===== src/logic/debug_gate.sv =====
// Holds the core debug request low after power-on and gates it with debug enable
`timescale 1ns/100ps

module debug_gate #(
  parameter int unsigned HoldoffCycles = 500
) (
  input  logic clk_i,
  input  logic rst_ni,
  input  logic dbg_req_i,
  input  logic debug_en_i,
  output logic debug_req_o
);

  localparam int unsigned CntW = (HoldoffCycles > 0) ? $clog2(HoldoffCycles + 1) : 1;

  logic [CntW-1:0] holdoff_q;
  logic            holdoff_done;

  assign holdoff_done = (holdoff_q == '0);

  // Gives boot code time before the first debug request
  always_ff @(posedge clk_i or negedge rst_ni) begin
    if (!rst_ni) begin
      holdoff_q <= CntW'(HoldoffCycles);
    end else if (!holdoff_done) begin
      holdoff_q <= holdoff_q - 1'b1;
    end
  end

  // Pass-through once the window has elapsed
  assign debug_req_o = holdoff_done & debug_en_i & dbg_req_i;

endmodule


===== config.mk =====
export PLATFORM = sky130hd
export DESIGN_NAME = debug_gate
export DESIGN_NICKNAME = d
export VERILOG_FILES = /design/src/logic/debug_gate.sv
export SDC_FILE = /design/constraint.sdc
export NUM_CORES = 1
export LEC_CHECK = 0
export ABC_AREA = 1
export BUFFER_PORTS_ARGS = -buffer_cell sky130_fd_sc_hd__buf_2
export CORE_AREA = 2 2 39 41
export CTS_CLUSTER_DIAMETER = 30
export CTS_CLUSTER_SIZE = 24
export DETAILED_ROUTE_END_ITERATION = 12
export DIE_AREA = 0 0 41 43
export HOLD_SLACK_MARGIN = 0.06
export PLACE_DENSITY = 0.52
export SLEW_MARGIN = 30
export SYNTH_ARGS = -nofsm -noshare
export SYNTH_HDL_FRONTEND = slang
export SYNTH_SLANG_ARGS = --single-unit

===== constraint.sdc =====
create_clock -name clk_i -period 3.64 [get_ports clk_i]
set_clock_uncertainty 0.2 [all_clocks]
set_input_delay 0.364 -clock clk_i [delete_from_list [all_inputs] [get_ports clk_i]]
set_output_delay 0.364 -clock clk_i [all_outputs]
set_load 0.02 [all_outputs]

* Word level (Yosys, flattened, before mapping)
Cells that the tools add are included.
** Operators by class
- Bitwise operators :: 2
- Reduce and logical (&&, ||, !) cells :: 1
- Add/sub/neg operators :: 1
** Operators with widths (number)
- 9-bit zero test :: 1
- 9-bit by 1-bit subtractor with 9-bit output, second input constant :: 1
- 1-bit AND :: 2
** Storage, ports and cells
- Register bits after elaboration :: 9
- Output and inout bits :: 1
- Input port bits :: 4

* Depth between registers and ports, before layout
- Word-level depth :: 3
- Gate-level depth with buffers :: 8

* Least setup slack after synthesis
Ideal clock, no wire load.
- Path type :: register to output
- Start point :: register holdoff_q[1]
- End point :: output debug_req_o
- Data required time :: 3.076 ns
- Cell stages (with the launch flop) :: 7
- Arrival :: 1.287 ns
- Slack :: 1.789 ns
- Path buffers :: 0
- Path through :: dfrtp_1 > inv_1 > ha_1 > nand2_2 > nor2_4 > nand2_4 > nor2_1
** Between the ends
- Word-level cells in the longest chain between the ends :: 3
** Ends and longest elaborated chain
- start: declaration :: RTL line 16 : logic [CntW-1:0] holdoff_q;
- start signal: assignment :: RTL line 24 : holdoff_q <= CntW'(HoldoffCycles);
- start signal: assignment :: RTL line 26 : holdoff_q <= holdoff_q - 1'b1;
- 9-bit zero test :: RTL line 19 : assign holdoff_done = (holdoff_q == '0);
- 1-bit AND (2 in series) :: RTL line 31 : assign debug_req_o = holdoff_done & debug_en_i & dbg_req_i;
- end: declaration :: RTL line 11 : output logic debug_req_o
Every way passes these cells.

* Worst setup path in the final report
- Start point :: register holdoff_q[0]
- End point :: output debug_req_o
The elaborated chain is that of the path after synthesis.

==> results summary <==
The number of flip-flops in the largest register came out at 9. The final hold slack is 0.2688 ns. The worst setup path is captured at a primary output. The worst-case setup margin in the final layout is 1.469 ns. The leakage dissipation came out at 0.3244 nW. The starting density of the core is 0.3671. The clock tree from TritonCTS is yes. The top flip-flop cell by instance count after synthesis is sky130_fd_sc_hd__dfstp_2. The later pin in the worst-skew pair is clocked with a latency of 0.27 ns.

Max-cap violations in this run came to 0. The residual antenna-violating net count after detailed routing came out at 0. Of the total synthesized cell area, the portion taken by AND, OR, NAND and NOR gates is 0.3399.

The post-detailed-routing wire length came out at 915 um. After synthesis, the netlist uses 19 different library cells. The multiplexer area fraction after synthesis is 0. The total of cells resized after clock tree synthesis came out at 0. The run finished with clean final reports.

The highest attainable clock frequency came out at 0.4605 GHz. The critical path is of the reg -> out type. The area share of the largest cell type after synthesis is 0.3103. The maximum fanout along the worst path is 10. The sequential area share after synthesis came out at 0.4581. The synthesized flop and latch total is 9. The mean instance size in the synthesized netlist is 7.470 sq um. The cell count of the worst reg-to-reg path came out at 7. The area of the placeable core came out at 1384 sq um.

The via count of the first global-routing pass came to 407. The number of setup buffers added after CTS is 0. After detailed routing, the number of vias per cell comes to 4.602. After floorplanning, the core was divided into 14 placement rows. The number of buffers created by CTS came out at 3.

The final setup violation count came out at 0. For this run, the detailed router's first-pass iteration total came to 4. The post-route total power is 0.1890 mW. The layout overhead on the synthesized area came out at 15.02%. The data required time at the worst endpoint is 3.08 ns.

The number of max-slew violations in the final report is 0. In this run the worst hold path is classified as in -> async. The width of the chip came out at 41 um. The ratio of final minimum period to clock period is 0.5965. The number of cells after detailed placement is 88. The share of layout cells above drive strength 1 is 0.2597.

The clock sink total came out at 9. The post-synth net total came out at 73. The largest net degree at the start of global routing came out at 11. The capturing instance or port of the critical path is debug_req_o. The count of vias placed by the detailed router came out at 428. The maximum root-to-sink buffer count came out at 2. In the post-synthesis netlist, the biggest area contributors are sky130_fd_sc_hd__dfstp_2 (31%), sky130_fd_sc_hd__dfrtp_1 (15%), sky130_fd_sc_hd__nand2_1 (14%). The number of port buffers came out at 4.

The count of flip-flops with a built-in enable after synthesis came out at 0. The detailed-placement wirelength estimate came out at 688.4 um. The share of flip-flops with an asynchronous set or reset is 1.000. The signal arrival time at the worst endpoint is 1.61 ns. The fraction of synthesized cell area in xor and xnor cells is 0.01724.

More flip-flops sit in one register than any other, and that register is holdoff_q. For this run, design rule violations remaining after detail routing come to 0. The post-synthesis compound-gate area fraction was 0.04680. At the pin with the least slew margin, the transition time is 0.2151 ns. The number of standard cells in the final layout excluding fillers is 93. The repair_antennas step left the layout with diodes totalling 0. The routability congestion estimate came out at 0.7586. In this run the number of H-tree levels came out at 1. The Yosys warning count is 0.

By area, the combinational part of the netlist is dominated by simple AND/OR/NAND/NOR gates. Setup slack on the worst reg-to-reg path comes out at 2.10 ns. CTS placed an instance of sky130_fd_sc_hd__clkbuf_4 at the clock tree root. The initial antenna violation count came out at 0.

The die outline height came out at 43 um. Summed over all instances, the cell type with the most area after synthesis is sky130_fd_sc_hd__dfstp_2. The filler cell count is 153. The launch instance of the worst register-to-register path is holdoff_q[0]. The first-pass GRT wire length came out at 1676 um. The total global-route track usage is 0.1488. Buffers inserted to repair hold after CTS numbered 1. After global routing the overflow that remains totals 0. The worst setup path is launched from a register. In the final layout, the registers with the most flip-flops are holdoff_q: 9 flops. The largest vdd supply drop is 0.1681 mV.

The die area is 1763 sq um. Headroom to the max-slew limit came out at 0.8566. Timing analysis after detailed placement gives a worst setup slack of 1.752 ns. The final net count is 83. Setup repair after global routing left no endpoint under its margin. The final critical path time including I/O delays and setup is 2.171 ns. Tracing the worst setup path back leads to its startpoint at holdoff_q[0]. The clock-pin transition on the worst setup and hold timing paths came out at 0.07 ns. The top-level I/O count is 5. The synthesized netlist cell count is 68. The power per cell area came out at 323.4 nW/um^2.

The sum of negative setup slack is 0 ns. The final core utilization is 0.4222. The arithmetic-cell share of the synthesized area counting full adders, half adders and majority gates came out at 0.02463.

The detailed-route wire length per cell came out at 9.839 um. The mapped netlist covers 508.0 sq um. The end of the worst register-to-register path is holdoff_q[3]. The number of hold violations in the final report was 0. After routing the design area is 584.3 sq um. The violation count after the first detailed-routing iteration is 10.

The total cell area at the placement stage is 548.0 sq um.
## synth_stat cells (3+ instances only)
cell type	n
sky130_fd_sc_hd__dfrtp_1	3
sky130_fd_sc_hd__nand3_1	4
sky130_fd_sc_hd__inv_1	14
sky130_fd_sc_hd__nor2_1	9
sky130_fd_sc_hd__dfstp_2	6
sky130_fd_sc_hd__nand2_1	19
## layout by cell type (no fill, tap or decap), types with 3 or more instances in the layout
| cell | count |
|---|---|
| sky130_fd_sc_hd__clkbuf_4 | 3 |
| sky130_fd_sc_hd__nand2_1 | 19 |
| sky130_fd_sc_hd__dfrtp_1 | 3 |
| sky130_fd_sc_hd__inv_1 | 14 |
| sky130_fd_sc_hd__buf_2 | 4 |
| sky130_fd_sc_hd__nand3_1 | 4 |
| sky130_fd_sc_hd__nor2_1 | 9 |
| sky130_fd_sc_hd__dfstp_2 | 6 |
## cell families (layout without fill, tap and decap cells)
group                    after synthesis  in the layout
XOR/XNOR                               1              1
AND/OR/NAND/NOR                       38             38
AO/OA/AOI/OAI                          4              4
flip-flops                             9              9
buffers and inverters                 15             24
adder cells (fa/ha/maj)                1              1
## how the worst min path moves through the flow
| stage | start | endpoint | slack (ns) |
|---|---|---|---|
| after detailed placement | rst_ni | holdoff_q[3] | 0.03 |
| after CTS | rst_ni | holdoff_q[3] | 0.28 |
| after global placement | rst_ni | holdoff_q[3] | 0.03 |
| after floorplan | rst_ni | holdoff_q[0] | -0.13 |
| after global routing | rst_ni | holdoff_q[1] | 0.30 |
| final | rst_ni | holdoff_q[0] | 0.27 |
## power by group
part	internal, mW	total (mW)	switching (mW)
logic	0.00247	0.00593	0.00346
registers	0.100	0.100	0
clock network	0.0425	0.0827	0.0402
## worst max-delay path, stage by stage (launching register included)
cell and delay [ns]:
sky130_fd_sc_hd__dfrtp_1 0.39, sky130_fd_sc_hd__inv_1 0.10, sky130_fd_sc_hd__ha_1 0.24, sky130_fd_sc_hd__nand2_2 0.11, sky130_fd_sc_hd__nor2_4 0.14, sky130_fd_sc_hd__nand2_4 0.10
sky130_fd_sc_hd__nor2_1 0.09, sky130_fd_sc_hd__buf_2 0.16
## final cells by class
cell class	instances	area, sq um	area share
Multi-Input combinational cell	44	217.7	0.3726
Timing Repair Buffer	5	30.03	0.05139
Clock buffer	4	26.28	0.04497
Tap cell	16	20.02	0.03426
Inverter	15	57.56	0.09850
Sequential cell	9	232.7	0.3983
## metal layers
| layer | up-vias | routed length [um] | global-route usage |
|---|---|---|---|
| li1 | 218 | - | - |
| met1 | 198 | 447 | 0.1848 |
| met2 | 10 | 408 | 0.2000 |
| met3 | 2 | 40 | 0.06283 |
| met4 | 0 | 18 | 0.1000 |
| met5 | - | 0 | 0 |
Power figures use the tool's default switching activity.
