$ cat config.mk
export PLATFORM = sky130hd
export DESIGN_NAME = boot_rom_flat
export DESIGN_NICKNAME = d
export VERILOG_FILES = /design/src/logic/soc_pkg.sv /design/src/logic/mem_bus_if.sv /design/src/logic/boot_rom.sv /design/src/flat_wrapper.sv
export SDC_FILE = /design/constraint.sdc
export NUM_CORES = 1
export LEC_CHECK = 0
export ABC_AREA = 1
export BUFFER_PORTS_ARGS = -buffer_cell sky130_fd_sc_hd__buf_4
export CORE_MARGIN = 2
export CORE_UTILIZATION = 30
export CTS_CLUSTER_DIAMETER = 150
export CTS_CLUSTER_SIZE = 10
export DETAILED_ROUTE_END_ITERATION = 16
export PLACE_DENSITY_LB_ADDON = 0.3
export SLEW_MARGIN = 20
export SYNTH_ARGS = -nofsm -noshare
export SYNTH_HDL_FRONTEND = slang
export SYNTH_SLANG_ARGS = --single-unit
export TNS_END_PERCENT = 100
$ cat constraint.sdc
create_clock -name clk_i -period 0.8 [get_ports clk_i]
set_input_delay 0.04 -clock clk_i [delete_from_list [all_inputs] [get_ports clk_i]]
set_output_delay 0.04 -clock clk_i [all_outputs]
set_load 0.02 [all_outputs]
$ cat src/logic/soc_pkg.sv
// Bus widths, address map and boot ROM image shared by all SoC RTL files
package soc_pkg;

  // --------------------
  // Bus geometry
  // --------------------
  localparam int unsigned ADDR_W     = 32;
  localparam int unsigned DATA_W     = 64;
  localparam int unsigned BE_W       = DATA_W / 8;
  localparam int unsigned BYTE_OFS_W = 3;

  // --------------------
  // Address map
  // --------------------
  localparam logic [ADDR_W-1:0] ROM_BASE  = 32'h0000_1000;
  localparam int unsigned       ROM_WORDS = 8;
  localparam logic [ADDR_W-1:0] GPIO_BASE = 32'h4000_0000;
  localparam logic [ADDR_W-1:0] GPIO_LEN  = 32'h0000_1000;
  localparam logic [ADDR_W-1:0] DRAM_BASE = 32'h8000_0000;

  // Boot words, index 0 sits at ROM_BASE
  localparam logic [DATA_W-1:0] ROM_IMAGE [ROM_WORDS] = '{
    64'h0182_b283_0000_0297,
    64'h0000_0013_f140_2573,
    64'h0202_8067_0000_0597,
    64'h1050_0073_0000_0013,
    64'hdead_beef_0000_0000,
    64'h0000_0000_8000_0000,
    64'h0123_4567_89ab_cdef,
    64'hfedc_ba98_7654_3210
  };

  // Response source chosen by the address decoder
  typedef enum logic [1:0] {
    TGT_ROM = 2'd0,
    TGT_RAM = 2'd1,
    TGT_ERR = 2'd2
  } target_e;

endpackage
$ cat src/logic/mem_bus_if.sv
// Strobe request and response bus between the demux and each memory target
`timescale 1ns/100ps

interface mem_bus_if;
  import soc_pkg::*;

  // Request side, one-cycle strobe
  logic              req;
  logic              we;
  logic [ADDR_W-1:0] addr;
  logic [BE_W-1:0]   be;
  logic [DATA_W-1:0] wdata;

  // Response side, one cycle after req
  logic              rvalid;
  logic [DATA_W-1:0] rdata;
  logic              err;

  modport master (
    output req, we, addr, be, wdata,
    input  rvalid, rdata, err
  );

  modport slave (
    input  req, we, addr, be, wdata,
    output rvalid, rdata, err
  );

endinterface

$ cat src/logic/boot_rom.sv
// Boot ROM target returning the package image one cycle after each read strobe
`timescale 1ns/100ps

module boot_rom (
  input  logic     clk_i,
  input  logic     rst_ni,
  mem_bus_if.slave bus_i
);
  import soc_pkg::*;

  localparam int unsigned IdxW = $clog2(ROM_WORDS);

  logic [IdxW-1:0] word_idx;

  // Wraps modulo ROM_WORDS inside the window
  assign word_idx = bus_i.addr[BYTE_OFS_W +: IdxW];

  always_ff @(posedge clk_i or negedge rst_ni) begin
    if (!rst_ni) begin
      bus_i.rvalid <= 1'b0;
    end else begin
      bus_i.rvalid <= bus_i.req;
    end
  end

  // Read data register
  always_ff @(posedge clk_i) begin
    if (bus_i.req) begin
      bus_i.rdata <= ROM_IMAGE[word_idx];
    end
  end

  // Writes never reach the ROM
  assign bus_i.err = 1'b0;

endmodule

$ cat src/flat_wrapper.sv
// flat-port wrapper written by rule: the top's interface ports become plain ports
module boot_rom_flat import soc_pkg::*;
  (clk_i, rst_ni, bus_i_req, bus_i_we, bus_i_addr, bus_i_be, bus_i_wdata, bus_i_rvalid, bus_i_rdata, bus_i_err);
  mem_bus_if bus_i_i ();
  input  logic clk_i;
  input  logic rst_ni;
  input wire logic [$bits(bus_i_i.req)-1:0] bus_i_req;
  input wire logic [$bits(bus_i_i.we)-1:0] bus_i_we;
  input wire logic [$bits(bus_i_i.addr)-1:0] bus_i_addr;
  input wire logic [$bits(bus_i_i.be)-1:0] bus_i_be;
  input wire logic [$bits(bus_i_i.wdata)-1:0] bus_i_wdata;
  output wire logic [$bits(bus_i_i.rvalid)-1:0] bus_i_rvalid;
  output wire logic [$bits(bus_i_i.rdata)-1:0] bus_i_rdata;
  output wire logic [$bits(bus_i_i.err)-1:0] bus_i_err;
  assign bus_i_i.req = bus_i_req;
  assign bus_i_i.we = bus_i_we;
  assign bus_i_i.addr = bus_i_addr;
  assign bus_i_i.be = bus_i_be;
  assign bus_i_i.wdata = bus_i_wdata;
  assign bus_i_rvalid = bus_i_i.rvalid;
  assign bus_i_rdata = bus_i_i.rdata;
  assign bus_i_err = bus_i_i.err;
  boot_rom u_core (.clk_i(clk_i), .rst_ni(rst_ni), .bus_i(bus_i_i));
endmodule
# Word level (Yosys, flattened, before mapping)
# Memories as Yosys holds them, arrays and structs flattened. A register that Yosys moved wholly into a read port is not among the register bits.
# Cells that the tools add are included.
[word_totals]
latchBits = 0
out_inout_bits = 66
word_cells = 3
romBits = 512
n_memories = 1
ram_bits = 0
ff_bits = 1
[mem_list]
columns = ["name", "words", "word_bits", "read_ports", "rd_clocked_by_memory_dff", "wr", "line_no", "rtl"]
rows = [
  ["(name not given)", 8, 64, 1, 1, 0, "boot_rom.sv:29", "bus_i.rdata <= ROM_IMAGE[word_idx];"],
]
[classes]
n_reduce_logical = 0
n_eq_ne = 0
mul = 0
n_lt_le_gt_ge = 0
bitwise_logic = 1
mux = 0
n_div = 0
add_sub_neg = 0
shifts = 0
[ops]
columns = ["cell", "n"]
rows = [
  ["3-bit NOT with 4-bit output", 1],
]

# Logic depth before layout (Yosys ltp)
# Gate-level depths: netlist of the first run.
[logic_depth]
depth_word = 1
ltp_mapped = 5
depth_no_buf = 5

# Worst setup path before layout of the first run
# Ideal clock, no wire load.
[synth_path]
path_kind = "reg-to-output"
startpoint = "reg, netlist name u_core.bus_i.rdata[46]"
endpoint = "out bus_i_rdata[11]"
path_slack_ns = -0.050
required_ns = 0.760
arrival_time_ns = 0.810
n_path_buf = 1
stages_incl_launch_ff = 2
path_cell_list = "edfxtp_1 buf_4"
[synth_lines]
columns = ["element", "line_no", "rtl"]
rows = [
  ["to (decl)", "flat_wrapper.sv:13", "output wire logic [$bits(bus_i_i.rdata)-1:0] bus_i_rdata;"],
]

==> results of run 1 <==
-- layout make-up --
type                    instances  area [um2]  area share
inverters                       8        35.0      0.0191
clock buffers                   3        41.3      0.0225
clock inverters                 1        7.51     0.00409
well taps                      50        62.6      0.0341
repair buffers                 77         810       0.441
multi-input cells              35         194       0.106
flip-flops and latches         23         686       0.374
-- worst paths after layout --
path / end / slack, ns / cells after the start
max in group asynchronous: u_core.bus_i.rvalid / 0.63 / 2
max: bus_i_rdata[15] / -0.21 / 2
min in group asynchronous: u_core.bus_i.rvalid / 0.09 / 2
min: u_core.bus_i.rvalid / 0.06 / 1
-- sequential cells by signal, summed over array words and instances (netlist names) --
signal and flops:
u_core.bus_i.rdata 22, u_core.bus_i.rvalid 1
-- power by group through the flow --
stage	Combinational (W)	Sequential (W)	Clock [W]
detailed placement	0.000968	0.00155	0
global route	0.00124	0.00155	0.000798
global placement	0.000961	0.00154	0
floorplan	0.000583	0.00167	0
finish	0.00117	0.00153	0.000730
CTS	0.00113	0.00153	0.000752
-- logic make-up after synthesis --
group | Yosys count | share of synthesized area
flip-flops | 23 | 0.555
AND/OR/NAND/NOR | 30 | 0.103
buffers and inverters | 52 | 0.299
adder cells (fa/ha/maj) | 4 | 0.0405
other | 1 | 0.00303
-- synth_stat cells --
master | instances | area, um2
buf_4 | 43 | 323
buf_6 | 1 | 11.3
conb_1 | 1 | 3.75
dfrtp_1 | 1 | 25.0
edfxtp_1 | 22 | 661
ha_1 | 4 | 50.1
inv_1 | 7 | 26.3
inv_6 | 1 | 8.76
nand2_1 | 24 | 90.1
nand2_2 | 6 | 37.5
-- per-layer routing --
| layer | GRT usage | vias to the layer above |
|---|---|---|
| li1 | - | 375 |
| met1 | 0.114 | 346 |
| met2 | 0.170 | 41 |
| met3 | 0.00493 | 0 |
| met4 | 0.0300 | 0 |
| met5 | 0 | - |
-- through the flow --
step | setup WS, ns | cells | hold slack (ns)
floorplan | -0.0505 | 110 | -0.256
global placement | -0.114 | 189 | -0.184
detailed placement | -0.149 | 189 | -0.183
CTS | -0.211 | 197 | 0.0643
global route | -0.248 | 197 | 0.0613
finish | -0.211 | 197 | 0.0648
-- repair_timing --
item                       4_1_cts  5_1_grt
hold buffers                     1        0
setup endpoints to repair       65       65
hold endpoints to repair         1        0
buffers inserted                 3        0
gates resized for setup         44       19
cloned                           0        0
==> impl_results.md, run 1 <==
* Status: complete, but fails checks
* Failing checks: negative setup slack
* DR top layer: met3
* Root Buffer: clkbuf_8
* IO Pins at around 170
* Most frequent CP cell: buf_6
* Hold Crit Class: input pin to flip-flop
* CP arrival at 0.97 ns
* Final Wtd Congestion at approximately 0.67
* VDD IR max at approximately 0.59 mV
* Sequential Power Share at 0.447
* Initial antenna violation count at 0
* Mapped Nets at approximately 220
* Crit Path Max Fanout at 6
* PD cells at between 1500 and 2000 nW/um2
* Setup TNS at -9.24 ns
* Maximum number of pins on one net before global-route repair at 24
* P_leak at 0.891 nW
* Initial Util at 0.311
* Post-Syn Instances at 110
* Fmax at ~0.99 GHz
* Period utilisation layout at 1.26
* Synth warn at 0
* Number of diodes at 0
* GR Overflow Total at 0
* Worst-path clk slew at 0.09 ns
* Crit-path cells: buf_6, buf_6
* Cell area after placement at between 1500 and 2000 um2
* WL met3 at around 180 um
* Die W at between 60 and 70 um
* Post-Route WL at 2320 um
* Combinational share of power at 0.341
* 1st-iter DRT viols at 23
* Post-synthesis register bit count at 23
* Final net count at 260
* Setup violators final at 65
* RSZ-0062 raised after global routing: true
* Max clock buf depth at 2
* Max stage delay on crit path at 0.42 ns
* Sw Pwr at between 0.001 and 0.0015 W
* Startpoint Class: flip-flop
* Die ar. at 4650 um2
* Port-buffer cells at 70
* Clk sinks at 23
* Data required, critical path at about 0.76 ns
* Placement row count at 23
* Mapped cell area at around 1200 um2
* Final Util at 0.462
* Total chip power at between 0.003 and 0.004 W
* Crit-path slowest cell: edfxtp_1
* Worst Hold Launch: bus_i_req
* Max Cap Viol at 0
* Area growth, synth to finish at 48.5%
* First-pass GRT wire length at 3160 um
* WL per Instance at about 12 um
* Crit end category: primary output
* Post-route ant nets at 0
* Initial DRT Pass Iterations at 4
* Crit. Startpoint: u_core.bus_i.rdata[46]
* Vias at 762
* Syn Area/Cell at 11.2 um2
* Number of global-route vias before repair at between 600 and 700
* Detailed-route DRC error count at 0
* Die H at about 70 um
* H-tree Lvls at 1
* Switching Share at 0.311
* Post-route cell area at between 1500 and 2000 um2
* Minimum clock period at a little over 1 ns
* CTS buffer count at 3
* Max Slew Vio Count at 0
* Fillers at 369
* Worst path bufs/invs at 2
* Internal at around 0.0024 W
* Sequential share of the synthesized area at 0.555
* M1 wire length at ~860 um
* Final Hold Vio Count at 0
* Via density at slightly below 4
* Clock power frac at 0.213
* Slack of the critical path at -0.211 ns
* Commonest non-fill, non-tap cell in the layout: buf_6
* TritonCTS clock tree: built
* Synth unique cells at 10
* Top delay family on crit path: flip-flops
* Most frequent cells in the layout: 61 x buf_6, 24 x nand2_1, 22 x edfxtp_1, 15 x buf_4, 7 x inv_1
* CP Class: flip-flop to primary output
* Layout cell share with drive strength beyond 1 at 0.599
* Area of the core at 3970 um2
* Gr usage total at 0.0922
* HPWL Detailed at 1760 um
* Met2 WL at roughly 1300 um
(Power assumes the default switching activity.)
==> run 2, diff against run 1 <==
--- a/config.mk
+++ b/config.mk
@@ -7,8 +7,10 @@
 export LEC_CHECK = 0
 export ABC_AREA = 1
 export BUFFER_PORTS_ARGS = -buffer_cell sky130_fd_sc_hd__buf_4
+export CELL_PAD_IN_SITES_DETAIL_PLACEMENT = 1
+export CELL_PAD_IN_SITES_GLOBAL_PLACEMENT = 1
 export CORE_MARGIN = 2
-export CORE_UTILIZATION = 30
+export CORE_UTILIZATION = 19
 export CTS_CLUSTER_DIAMETER = 150
 export CTS_CLUSTER_SIZE = 10
 export DETAILED_ROUTE_END_ITERATION = 16
==> run 2 against run 1 <==
The run still ends with negative setup slack left. Utilization is 16 points lower. Worst setup slack better by 0.0051 ns. Sequential share of layout area decreased by 0.89 points. Combinational power about the same. Die area up 54%. First-iteration DRC count down 57%.
==> impl_results.md, run 2 (synthesis results as in run 1) <==
* Status: complete, but fails checks (unchanged)
* Failing checks: negative setup slack (unchanged)
* Data required, critical path at 0.76 ns (about the same)
* CTS buffer count at 3 (unchanged)
* Final net count at 261 (was 260)
* Worst-path clk slew at 0.08 ns (was 0.09 ns)
* Area growth, synth to finish at 52.1% (was 48.5%)
* Max Slew Vio Count at 0 (unchanged)
* Max clock buf depth at 2 (unchanged)
* Non-filler cells, final at 225 (was 197)
* Fmax at 0.994 GHz (was 0.989 GHz)
* Cell area after placement at 1570 um2 (was 1530 um2)
* Post-route ant nets at 0 (unchanged)
* Final Hold Vio Count at 0 (unchanged)
* Die W at 84.7 um (was 68.2 um)
* Placed cell count at 217 (was 189)
* Hold slack at 0.0619 ns (was 0.0648 ns)
* Post-Route WL at 2590 um (was 2320 um)
* Port-buffer cells at 70 (unchanged)
* Max Cap Viol at 0 (unchanged)
* Max stage delay on crit path at 0.50 ns (was 0.42 ns)
* Layout cell share with drive strength beyond 1 at 0.595 (was 0.599)
* RSZ-0062 raised after global routing: true (unchanged)
* Maximum number of pins on one net before global-route repair at 24 (unchanged)
* IO Pins at 174 (unchanged)
* GR Overflow Total at 0 (unchanged)
* VDD IR max at 0.680 mV (was 0.589 mV)
* Slack of the critical path at -0.206 ns (was -0.211 ns)
* Area of the core at 6310 um2 (was 3970 um2)
* WL per Instance at 11.5 um (was 11.8 um)
* TritonCTS clock tree: built (unchanged)
* Period utilisation layout at 1.26 (about the same)
* Most frequent cells in the layout: 63 x buf_6, 24 x nand2_1, 22 x edfxtp_1, 14 x buf_4, 7 x inv_1 (was 61 x buf_6, 24 x nand2_1, 22 x edfxtp_1, 15 x buf_4, 7 x inv_1)
* Worst Hold Path Cells at 1 (unchanged)
* Startpoint Class: flip-flop (unchanged)
* Gr usage total at 0.0741 (was 0.0922)
* Placement row count at 29 (was 23)
* Die ar. at 7170 um2 (was 4650 um2)
* Worst path bufs/invs at 1 (was 2)
* Crit Path Max Fanout at 6 (unchanged)
* Die H at 84.7 um (was 68.2 um)
* Root Buffer: clkbuf_8 (unchanged)
* Commonest non-fill, non-tap cell in the layout: buf_6 (unchanged)
* Via density at 3.55 (was 3.87)
* Top delay family on crit path: flip-flops (unchanged)
* First-pass GRT wire length at 4220 um (was 3160 um)
* Setup violators final at 65 (unchanged)
* Crit-path slowest cell: edfxtp_1 (unchanged)
* Hold Crit Class: input pin to flip-flop (unchanged)
* CP arrival at 0.97 ns (about the same)
* Initial Util at 0.196 (was 0.311)
* Crit-path cells: buf_4 (was buf_6, buf_6)
* CP Class: flip-flop to primary output (unchanged)
* PD cells at 1820 nW/um2 (was 1870 nW/um2)
* H-tree Lvls at 1 (unchanged)
* Biggest register: u_core.bus_i.rdata (unchanged)
* Crit end category: primary output (unchanged)
* Number of diodes at 0 (unchanged)
* Initial DRT Pass Iterations at 3 (was 4)
* Pre-CTS setup slack at -0.166 ns (was -0.149 ns)
* HPWL Detailed at 2120 um (was 1760 um)
* Initial antenna violation count at 0 (unchanged)
* Post-route cell area at 1880 um2 (was 1840 um2)
* Number of global-route vias before repair at 836 (was 695)
* 1st-iter DRT viols at 10 (was 23)
* Max reg flops at 22 (unchanged)
* Clk sinks at 23 (unchanged)
* Detailed-route DRC error count at 0 (unchanged)
* Final Wtd Congestion at 0.645 (was 0.670)
* P_leak at 0.900 nW (was 0.891 nW)
* Setup TNS at -9.06 ns (was -9.24 ns)
* Vias at 798 (was 762)
* Hold Path End: u_core.bus_i.rvalid (unchanged)
* Regs by FF count: u_core.bus_i.rdata (22), u_core.bus_i.rvalid (1) (unchanged)
* Minimum clock period at 1.01 ns (about the same)
* Worst Hold Launch: bus_i_req (unchanged)
[run 2: worst max path at each step]
stage | depth (start not counted) | end | startpoint | slack (ns)
2_1_floorplan | 1 | bus_i_rdata[11] | u_core.bus_i.rdata[46] | -0.05
3_3_place_gp | 6 | u_core.bus_i.rdata[47] | bus_i_addr[3] | -0.12
3_5_place_dp | 6 | u_core.bus_i.rdata[55] | bus_i_addr[3] | -0.17
4_1_cts | 2 | bus_i_rdata[15] | u_core.bus_i.rdata[46] | -0.21
5_1_grt | 2 | bus_i_rdata[3] | u_core.bus_i.rdata[46] | -0.25
6_report | 1 | bus_i_rdata[26] | u_core.bus_i.rdata[61] | -0.21
[run 2: report_power, final]
part           internal, W  switching, W  leakage [nW]
Clock             0.000355      0.000339        0.0228
Sequential         0.00145     0.0000935         0.225
Combinational     0.000575      0.000605         0.652
[run 2: through the flow]
stage / util / power, W
floorplan: - / 0.00225
global placement: 0.248 / 0.00252
detailed placement: 0.248 / 0.00254
CTS: 0.286 / 0.00341
global route: 0.298 / 0.00359
finish: 0.298 / 0.00341
[run 2: what timing repair did]
item | in CTS | in global routing
buffers inserted | 3 | 0
setup endpoints to repair | 65 | 65
hold buffers | 1 | 0
resized for setup | 43 | 21
hold endpoints to repair | 1 | 0
cloned | 0 | 0
pin swaps | 0 | 0
[run 2: cell type report]
cell class	instances	area (um2)
fillers	683	4430
repair buffers	78	825
flip-flops and latches	23	686
multi-input cells	35	194
well taps	77	96.3
clock buffers	4	45.0
inverters	8	35.0
[run 2: routing by layer]
layer  part of all wire  vias up  track usage
met4              0.017        0       0.0346
met2               0.54       43        0.135
li1                   -      375            -
met5                  0        -            0
met1               0.37      376       0.0808
met3              0.079        4       0.0177
