--- config.mk ---
export PLATFORM = sky130hd
export DESIGN_NAME = bus_demux_flat
export DESIGN_NICKNAME = d
export VERILOG_FILES = /design/src/logic/soc_pkg.sv /design/src/logic/mem_bus_if.sv /design/src/logic/bus_demux.sv /design/src/flat_wrapper.sv
export SDC_FILE = /design/constraint.sdc
export NUM_CORES = 1
export LEC_CHECK = 0
export ABC_AREA = 1
export BUFFER_PORTS_ARGS = -buffer_cell sky130_fd_sc_hd__buf_2
export CAP_MARGIN = 20
export CORE_AREA = 2 2 204 206
export CTS_CLUSTER_SIZE = 25
export DETAILED_ROUTE_END_ITERATION = 10
export DIE_AREA = 0 0 206 208
export SETUP_SLACK_MARGIN = 0.15
export SYNTH_ARGS = -nofsm -noshare
export SYNTH_HDL_FRONTEND = slang
export SYNTH_SLANG_ARGS = --single-unit
--- constraint.sdc ---
create_clock -name clk_i -period 2.1 [get_ports clk_i]
set_clock_uncertainty 0.15 [all_clocks]
set_input_delay 0.42 -clock clk_i [delete_from_list [all_inputs] [get_ports clk_i]]
set_output_delay 0.42 -clock clk_i [all_outputs]
set_load 0.02 [all_outputs]
--- src/logic/soc_pkg.sv ---
// Bus widths, address map and boot ROM image shared by all SoC RTL files
package soc_pkg;

  // --------------------
  // Bus geometry
  // --------------------
  localparam int unsigned ADDR_W     = 32;
  localparam int unsigned DATA_W     = 64;
  localparam int unsigned BE_W       = DATA_W / 8;
  localparam int unsigned BYTE_OFS_W = 3;

  // --------------------
  // Address map
  // --------------------
  localparam logic [ADDR_W-1:0] ROM_BASE  = 32'h0000_1000;
  localparam int unsigned       ROM_WORDS = 8;
  localparam logic [ADDR_W-1:0] GPIO_BASE = 32'h4000_0000;
  localparam logic [ADDR_W-1:0] GPIO_LEN  = 32'h0000_1000;
  localparam logic [ADDR_W-1:0] DRAM_BASE = 32'h8000_0000;

  // Boot words, index 0 sits at ROM_BASE
  localparam logic [DATA_W-1:0] ROM_IMAGE [ROM_WORDS] = '{
    64'h0182_b283_0000_0297,
    64'h0000_0013_f140_2573,
    64'h0202_8067_0000_0597,
    64'h1050_0073_0000_0013,
    64'hdead_beef_0000_0000,
    64'h0000_0000_8000_0000,
    64'h0123_4567_89ab_cdef,
    64'hfedc_ba98_7654_3210
  };

  // Response source chosen by the address decoder
  typedef enum logic [1:0] {
    TGT_ROM = 2'd0,
    TGT_RAM = 2'd1,
    TGT_ERR = 2'd2
  } target_e;

endpackage
--- src/logic/mem_bus_if.sv ---
// Strobe request and response bus between the demux and each memory target
`timescale 1ns/100ps

interface mem_bus_if;
  import soc_pkg::*;

  // Request side, one-cycle strobe
  logic              req;
  logic              we;
  logic [ADDR_W-1:0] addr;
  logic [BE_W-1:0]   be;
  logic [DATA_W-1:0] wdata;

  // Response side, one cycle after req
  logic              rvalid;
  logic [DATA_W-1:0] rdata;
  logic              err;

  modport master (
    output req, we, addr, be, wdata,
    input  rvalid, rdata, err
  );

  modport slave (
    input  req, we, addr, be, wdata,
    output rvalid, rdata, err
  );

endinterface

--- src/logic/bus_demux.sv ---
// Single-master address decoder routing requests to ROM, SRAM or the error responder
`timescale 1ns/100ps

module bus_demux #(
  parameter int unsigned RamWords = 256
) (
  input  logic                       clk_i,
  input  logic                       rst_ni,
  input  logic                       req_i,
  input  logic                       we_i,
  input  logic [soc_pkg::ADDR_W-1:0] addr_i,
  input  logic [soc_pkg::BE_W-1:0]   be_i,
  input  logic [soc_pkg::DATA_W-1:0] wdata_i,
  output logic                       rvalid_o,
  output logic [soc_pkg::DATA_W-1:0] rdata_o,
  output logic                       err_o,
  mem_bus_if.master                  rom_o,
  mem_bus_if.master                  ram_o
);
  import soc_pkg::*;

  localparam logic [ADDR_W-1:0] RomEnd = ROM_BASE + ADDR_W'(ROM_WORDS * BE_W);
  localparam logic [ADDR_W-1:0] RamEnd = DRAM_BASE + ADDR_W'(RamWords * BE_W);

  target_e tgt;
  target_e tgt_q;
  logic    err_vld_q;
  logic    rom_hit;
  logic    ram_hit;

  // --------------------
  // Address decode
  // --------------------
  assign rom_hit  = (addr_i >= ROM_BASE) && (addr_i < RomEnd);
  assign ram_hit  = (addr_i >= DRAM_BASE) && (addr_i < RamEnd);

  // GPIO window and unmapped addresses fall through to the error responder
  always_comb begin
    tgt = TGT_ERR;
    if (rom_hit && !we_i) begin
      tgt = TGT_ROM;
    end else if (ram_hit) begin
      tgt = TGT_RAM;
    end
  end

  // Strobe goes to exactly one target and the payload is shared
  assign rom_o.req   = req_i && (tgt == TGT_ROM);
  assign rom_o.we    = we_i;
  assign rom_o.addr  = addr_i;
  assign rom_o.be    = be_i;
  assign rom_o.wdata = wdata_i;

  assign ram_o.req   = req_i && (tgt == TGT_RAM);
  assign ram_o.we    = we_i;
  assign ram_o.addr  = addr_i;
  assign ram_o.be    = be_i;
  assign ram_o.wdata = wdata_i;

  // --------------------
  // Response select
  // --------------------
  always_ff @(posedge clk_i or negedge rst_ni) begin
    if (!rst_ni) begin
      tgt_q     <= TGT_ERR;
      err_vld_q <= 1'b0;
    end else begin
      err_vld_q <= req_i && (tgt == TGT_ERR);
      if (req_i) begin
        tgt_q <= tgt;
      end
    end
  end

  always_comb begin
    rvalid_o = 1'b0;
    rdata_o  = '0;
    err_o    = 1'b0;
    case (tgt_q)
      TGT_ROM: begin
        rvalid_o = rom_o.rvalid;
        rdata_o  = rom_o.rdata;
        err_o    = rom_o.err;
      end
      TGT_RAM: begin
        rvalid_o = ram_o.rvalid;
        rdata_o  = ram_o.rdata;
        err_o    = ram_o.err;
      end
      default: begin
        // Error responder answers with zero data
        rvalid_o = err_vld_q;
        err_o    = err_vld_q;
      end
    endcase
  end

endmodule

--- src/flat_wrapper.sv ---
// flat-port wrapper written by rule: the top's interface ports become plain ports
module bus_demux_flat import soc_pkg::*;
#(
  parameter int unsigned RamWords = 256
)
  (clk_i, rst_ni, req_i, we_i, addr_i, be_i, wdata_i, rvalid_o, rdata_o, err_o, rom_o_req, rom_o_we, rom_o_addr, rom_o_be, rom_o_wdata, rom_o_rvalid, rom_o_rdata, rom_o_err, ram_o_req, ram_o_we, ram_o_addr, ram_o_be, ram_o_wdata, ram_o_rvalid, ram_o_rdata, ram_o_err);
  mem_bus_if rom_o_i ();
  mem_bus_if ram_o_i ();
  input  logic clk_i;
  input  logic rst_ni;
  input  logic req_i;
  input  logic we_i;
  input  logic [soc_pkg::ADDR_W-1:0] addr_i;
  input  logic [soc_pkg::BE_W-1:0] be_i;
  input  logic [soc_pkg::DATA_W-1:0] wdata_i;
  output logic rvalid_o;
  output logic [soc_pkg::DATA_W-1:0] rdata_o;
  output logic err_o;
  output wire logic [$bits(rom_o_i.req)-1:0] rom_o_req;
  output wire logic [$bits(rom_o_i.we)-1:0] rom_o_we;
  output wire logic [$bits(rom_o_i.addr)-1:0] rom_o_addr;
  output wire logic [$bits(rom_o_i.be)-1:0] rom_o_be;
  output wire logic [$bits(rom_o_i.wdata)-1:0] rom_o_wdata;
  input wire logic [$bits(rom_o_i.rvalid)-1:0] rom_o_rvalid;
  input wire logic [$bits(rom_o_i.rdata)-1:0] rom_o_rdata;
  input wire logic [$bits(rom_o_i.err)-1:0] rom_o_err;
  output wire logic [$bits(ram_o_i.req)-1:0] ram_o_req;
  output wire logic [$bits(ram_o_i.we)-1:0] ram_o_we;
  output wire logic [$bits(ram_o_i.addr)-1:0] ram_o_addr;
  output wire logic [$bits(ram_o_i.be)-1:0] ram_o_be;
  output wire logic [$bits(ram_o_i.wdata)-1:0] ram_o_wdata;
  input wire logic [$bits(ram_o_i.rvalid)-1:0] ram_o_rvalid;
  input wire logic [$bits(ram_o_i.rdata)-1:0] ram_o_rdata;
  input wire logic [$bits(ram_o_i.err)-1:0] ram_o_err;
  assign rom_o_req = rom_o_i.req;
  assign rom_o_we = rom_o_i.we;
  assign rom_o_addr = rom_o_i.addr;
  assign rom_o_be = rom_o_i.be;
  assign rom_o_wdata = rom_o_i.wdata;
  assign rom_o_i.rvalid = rom_o_rvalid;
  assign rom_o_i.rdata = rom_o_rdata;
  assign rom_o_i.err = rom_o_err;
  assign ram_o_req = ram_o_i.req;
  assign ram_o_we = ram_o_i.we;
  assign ram_o_addr = ram_o_i.addr;
  assign ram_o_be = ram_o_i.be;
  assign ram_o_wdata = ram_o_i.wdata;
  assign ram_o_i.rvalid = ram_o_rvalid;
  assign ram_o_i.rdata = ram_o_rdata;
  assign ram_o_i.err = ram_o_err;
  bus_demux #(.RamWords(RamWords)) u_core (.clk_i(clk_i), .rst_ni(rst_ni), .req_i(req_i), .we_i(we_i), .addr_i(addr_i), .be_i(be_i), .wdata_i(wdata_i), .rvalid_o(rvalid_o), .rdata_o(rdata_o), .err_o(err_o), .rom_o(rom_o_i), .ram_o(ram_o_i));
endmodule
# Word level (Yosys, flattened, before mapping)
# Index checks and enable logic that the tools add are counted.
# word_totals
in_bits	240
out_inout_bits	278
elab_cells	23
regBits	3
# op_classes
magnitude_cmp	4
reduce_logical	9
eq_ne	3
n_mux	5
# ops
operator	n
$pmux 64 s2	1
$ge 32x13->1 const B	1
$ge 32x32->1 const B	1
$lt 32x13->1 const B	1
$lt 32x32->1 const B	1
$logic_and 1x1->1	6
$eq 2x1->1 const B	2
$logic_not 2->1	2
$mux 2	2
$pmux 1 s2	2
$eq 2x2->1 const B	1
$logic_not 1->1	1

# Longest topological paths before layout
# depth
ltp_word	6
mapped_depth	8
ltp_nobuf	8

# Least setup slack after synthesis
# No wires, ideal clock.
# synth_path
path_kind	input to output
from	input port addr_i[25] in the netlist's numbering
to	output port rom_o_req
required_ps	1530
arrival_time_ps	1266
path_stages	5
path_buffers	0
setup_slack_ps	264
cell_sequence	nor2_1 nand2_1 nor2_1 nand2_1 nor3_1
# synth_between
elab_chain_cells	6
# synth_rtl
item	line_no	rtl
from (decl)	flat_wrapper.sv:13	input logic [soc_pkg::ADDR_W-1:0] addr_i;
$ge 32x32->1, or another cell as far along	bus_demux.sv:35	assign ram_hit = (addr_i >= DRAM_BASE) && (addr_i < RamEnd);
$logic_and 1x1->1, on equally long branches	bus_demux.sv:35, bus_demux.sv:34	
$mux 2 or $logic_and 1x1->1 (tied branches)	bus_demux.sv:42, bus_demux.sv:40	
$mux 2 (*)	bus_demux.sv:40	if (rom_hit && !we_i) begin
$logic_not 2->1 (*)	bus_demux.sv:48	assign rom_o.req = req_i && (tgt == TGT_ROM);
$logic_and 1x1->1 (*)	bus_demux.sv:48	
to (decl)	flat_wrapper.sv:19	output wire logic [$bits(rom_o_i.req)-1:0] rom_o_req;
# Every way passes the cells marked *; elsewhere a longest branch is shown, timed or not.

# Worst setup path after layout
# layout_path
from	register u_core.tgt_q[1]
to	output port rdata_o[12] in the netlist's numbering
# layout_between
elab_chain_cells	2
# layout_rtl
item	line_no	rtl
from (decl)	bus_demux.sv:26	target_e tgt_q;
from (signal assigned)	bus_demux.sv:70	tgt_q <= tgt;
$eq 2x1->1 or $logic_not 2->1 (tied branches)	bus_demux.sv:79	case (tgt_q)
$pmux 64 s2 (*)	bus_demux.sv:79	
to (decl)	flat_wrapper.sv:17	output logic [soc_pkg::DATA_W-1:0] rdata_o;
# Marked as above.

==> impl_metrics.sql <==
INSERT INTO impl_metrics (metric_group, metric, value, unit) VALUES
('worst_setup_path', 'crit_path_top_delay_cell', 'sky130_fd_sc_hd__dfstp_2', ''),
('logic_synthesis', 'post_synth_inst_count', '375', ''),
('power', 'leakagePower', '1.834', 'nW'),
('worst_setup_path', 'worst-path-max-fanout', '46', ''),
('final_layout', 'drive_gt1_frac', '0.7162', ''),
('cts', 'cts_buf_count', '3', ''),
('detailed_routing', 'viasPerCell', '2.693', ''),
('floorplan', 'fp.coreArea', '0.04055', 'mm2'),
('timing', 'timing.final.max_slew_violations', '0', ''),
('detailed_routing', 'ant_nets', '0', ''),
('global_routing', 'antenna_found_initial', '1', ''),
('final_layout', 'area_growth_syn_to_layout', '36.14', '%'),
('run', 'timing.max_cap.violations', '0', ''),
('detailed_routing', 'wl_per_cell', '11.98', 'um'),
('worst_setup_path', 'reg2reg_slack', '1.14', 'ns'),
('floorplan', 'rows', '74', ''),
('logic_synthesis', 'yosysWarnings', '0', ''),
('floorplan', 'die_area', '0.04285', 'mm2'),
('floorplan', 'die-height', '208', 'um'),
('worst_setup_path', 'critical_path.reg2reg.startpoint', 'u_core.tgt_q[1]', ''),
('cts', 'cts.path.max_buffers', '2', ''),
('place', 'hpwl', '10.01', 'mm'),
('logic_synthesis', 'synth.distinct_cells', '14', ''),
('worst_setup_path', 'timing.critical_path.from_type', 'flop', ''),
('worst_setup_path', 'crit_required', '1.53', 'ns'),
('floorplan', 'die_w', '206', 'um'),
('timing', 'final_hold_viol_count', '0', ''),
('worst_setup_path', 'timing.rr.end', 'u_core.tgt_q[1]', ''),
('global_routing', 'pin_count_of_the_biggest_net_entering_global_routing', '47', ''),
('cts', 'clock_pin_slew_on_the_worst_setup_and_hold_paths', '0.03', 'ns'),
('worst_hold_path', 'hold_depth', '4', ''),
('place', 'gp_routability_congestion', '0.6971', ''),
('worst_setup_path', 'ff2ff_path_depth', '3', ''),
('detailed_routing', 'route.detailed.drc', '0', ''),
('floorplan', 'initial_utilization', '0.06599', ''),
('cts', 'cts_num_sinks', '3', ''),
('timing', 'setup_tns', '0', 'ns'),
('detailed_routing', 'drt_iter0_markers', '69', ''),
('detailed_routing', 'wl', '11.77', 'mm'),
('detailed_routing', 'firstDrtPassIters', '4', ''),
('timing', 'finalSetupViolCount', '0', ''),
('logic_synthesis', 'synth.cell_area', '0.002676', 'mm2'),
('logic_synthesis', 'ys_ff_latch', '3', ''),
('worst_setup_path', 'worst-setup-path-type', 'reg2out', ''),
('worst_setup_path', 'critPathCaptureType', 'output pin', ''),
('worst_setup_path', 'path_cells', 'buf_6 -> nor2_4 -> buf_12 -> a22o_1 -> buf_2', ''),
('timing', 'period_share', '0.9902', ''),
('timing', 'period_needed', '2.079', 'ns'),
('place', 'placement.io_buffers', '283', ''),
('global_routing', 'grt_overflow', '0', ''),
('worst_hold_path', 'hp-start', 'req_i', ''),
('final_layout', 'antenna-diode-count', '0', ''),
('floorplan', 'boundaryPins', '518', ''),
('final_layout', 'filler_cell_count', '4698', ''),
('global_routing', 'via_count_of_the_first_global_routing_pass', '2385', ''),
('cts', 'cts-root-buf', 'sky130_fd_sc_hd__clkbuf_16', ''),
('final_layout', 'regArea', '76.32', 'um2'),
('cts', 'htree_num_levels', '1', ''),
('logic_synthesis', 'seq_area_frac_synth', '0.02852', ''),
('logic_synthesis', 'syn_nets', '615', ''),
('timing', 'timing.max_slew.rel_slack', '0.7714', ''),
('worst_setup_path', 'cpPeakStageDelay', '0.54', 'ns'),
('cts', 'clock_insertion_delay_worst_skew', '0.22', 'ns'),
('final_layout', 'layout.nets', '692', ''),
('global_routing', 'global_route.usage.total', '0.04549', ''),
('worst_hold_path', 'hold_path_end', 'u_core.tgt_q[1]', ''),
('timing', 'worst_pin_slew', '0.3420', 'ns'),
('detailed_routing', 'via_count', '2647', ''),
('final_layout', 'multi_input_area', '910.9', 'um2'),
('final_layout', 'final_core_utilization', '0.08984', ''),
('worst_hold_path', 'worst_hold_path_class', 'in2reg', ''),
('cts', 'tritoncts_clock_tree', 'yes', ''),
('logic_synthesis', 'avgSynthCellArea', '7.137', 'um2'),
('run_status', 'status', 'completed', ''),
('power', 'power.density_cell_area', '285.7', 'mW/mm2'),
('worst_setup_path', 'critPathArrivalTime', '1.51', 'ns'),
('global_routing', 'global_route_wire_length_before_repair', '14.14', 'mm'),
('timing', 'finalHoldWorstSlack', '0.3256', 'ns'),
('timing', 'fmax_achieved', '0.4809', 'GHz'),
('timing', 'unrepaired_setup_endpoints_after_global_routing', 'true', ''),
('power', 'ir_worst_vdd', '0.1877', 'mV');
synth_stat cells:
library cell              number  area share
sky130_fd_sc_hd__a22o_1       64        0.21
sky130_fd_sc_hd__and2_1        1      0.0023
sky130_fd_sc_hd__buf_2         4      0.0075
sky130_fd_sc_hd__buf_4       211        0.59
sky130_fd_sc_hd__buf_6         9       0.038
sky130_fd_sc_hd__dfrtp_1       2       0.019
sky130_fd_sc_hd__dfstp_2       1      0.0098
sky130_fd_sc_hd__inv_1        20       0.028
sky130_fd_sc_hd__inv_2         2      0.0028
sky130_fd_sc_hd__nand2_1      27       0.038
sky130_fd_sc_hd__nand3_1       9       0.017
sky130_fd_sc_hd__nor2_1       22       0.031
sky130_fd_sc_hd__nor3_1        2      0.0037
sky130_fd_sc_hd__or2_0         1      0.0023
per-stage QoR:
step	setup WS (ns)	cells	power (mW)	area [um2]
floorplan	0.2642	375	0.8623	2676
global placement	0.06232	974	0.6570	3146
detailed placement	0.05920	974	0.6618	3146
CTS	-0.003244	981	1.031	3528
global route	-0.02910	983	1.099	3643
finish	0.02067	983	1.041	3643
where the power goes:
group	leakage (nW)	switching [mW]	internal, mW
Sequential	0.0362	0.00141	0.0616
Clock	0.0382	0.0488	0.250
Combinational	1.76	0.359	0.320
Total	1.83	0.409	0.632
layout make-up:
type | instances | share of cell area
Sequential cell | 3 | 0.02095
Clock buffer | 4 | 0.02163
Timing Repair Buffer | 296 | 0.5021
Tap cell | 532 | 0.1827
Inverter | 22 | 0.02266
Multi-Input combinational cell | 126 | 0.2500
worst max-delay path by stage:
stage / start / to / slack [ns] / cells after the start
floorplan: addr_i[25] / rom_o_req / 0.26 / 5
global placement: addr_i[13] / ram_o_req / 0.06 / 9
detailed placement: addr_i[23] / rom_o_req / 0.06 / 7
CTS: u_core.tgt_q[1] / rdata_o[12] / -0.003 / 5
global route: u_core.tgt_q[1] / rdata_o[36] / -0.03 / 5
finish: u_core.tgt_q[1] / rdata_o[12] / 0.02 / 5
critical path: cells and delay by family (launching register included):
| kind | cells | cell delay [ns] |
|---|---|---|
| flops | 1 | 0.54 |
| buf+inv | 3 | 0.44 |
| compound gates | 1 | 0.24 |
| simple gates | 1 | 0.04 |
cells in the final DEF (no fill, tap or decap), drive strengths merged, types with 2 or more instances in the layout:
| cell type | instances |
|---|---|
| nand3 | 9 |
| buf | 295 |
| a22o | 64 |
| nor2 | 22 |
| clkbuf | 4 |
| nand2 | 27 |
| inv | 22 |
| nor3 | 2 |
| dfrtp | 2 |
per-layer routing:
| metal | routed length [um] | track usage | up-vias |
|---|---|---|---|
| met5 | 53 | 0.009217 | - |
| met4 | 12 | 0.002463 | 2 |
| met3 | 2118 | 0.03164 | 4 |
| met2 | 5294 | 0.07568 | 328 |
| met1 | 4294 | 0.04869 | 1142 |
| li1 | - | - | 1171 |
what timing repair did:
| action | CTS | global route |
|---|---|---|
| endpoints found under the setup margin | 68 | 68 |
| buffers inserted | 2 | 2 |
| hold endpoints to repair | 2 | 0 |
| hold buffers | 1 | 0 |
| pin swaps | 4 | 9 |
| gates resized for setup | 88 | 29 |
| gates cloned | 0 | 0 |
cells by family after synthesis:
kind of cell,Yosys count,synth area share
and+or+nand+nor,62,0.09397
DFF,3,0.02852
buffers and inverters,246,0.6681
AOI/OAI and AO/OA,64,0.2094
state kept, by name, summed over array words and instances, names as in the netlist:
name	cells
u_core.err_vld_q	1
u_core.tgt_q	2
(Power assumes the default switching activity.)
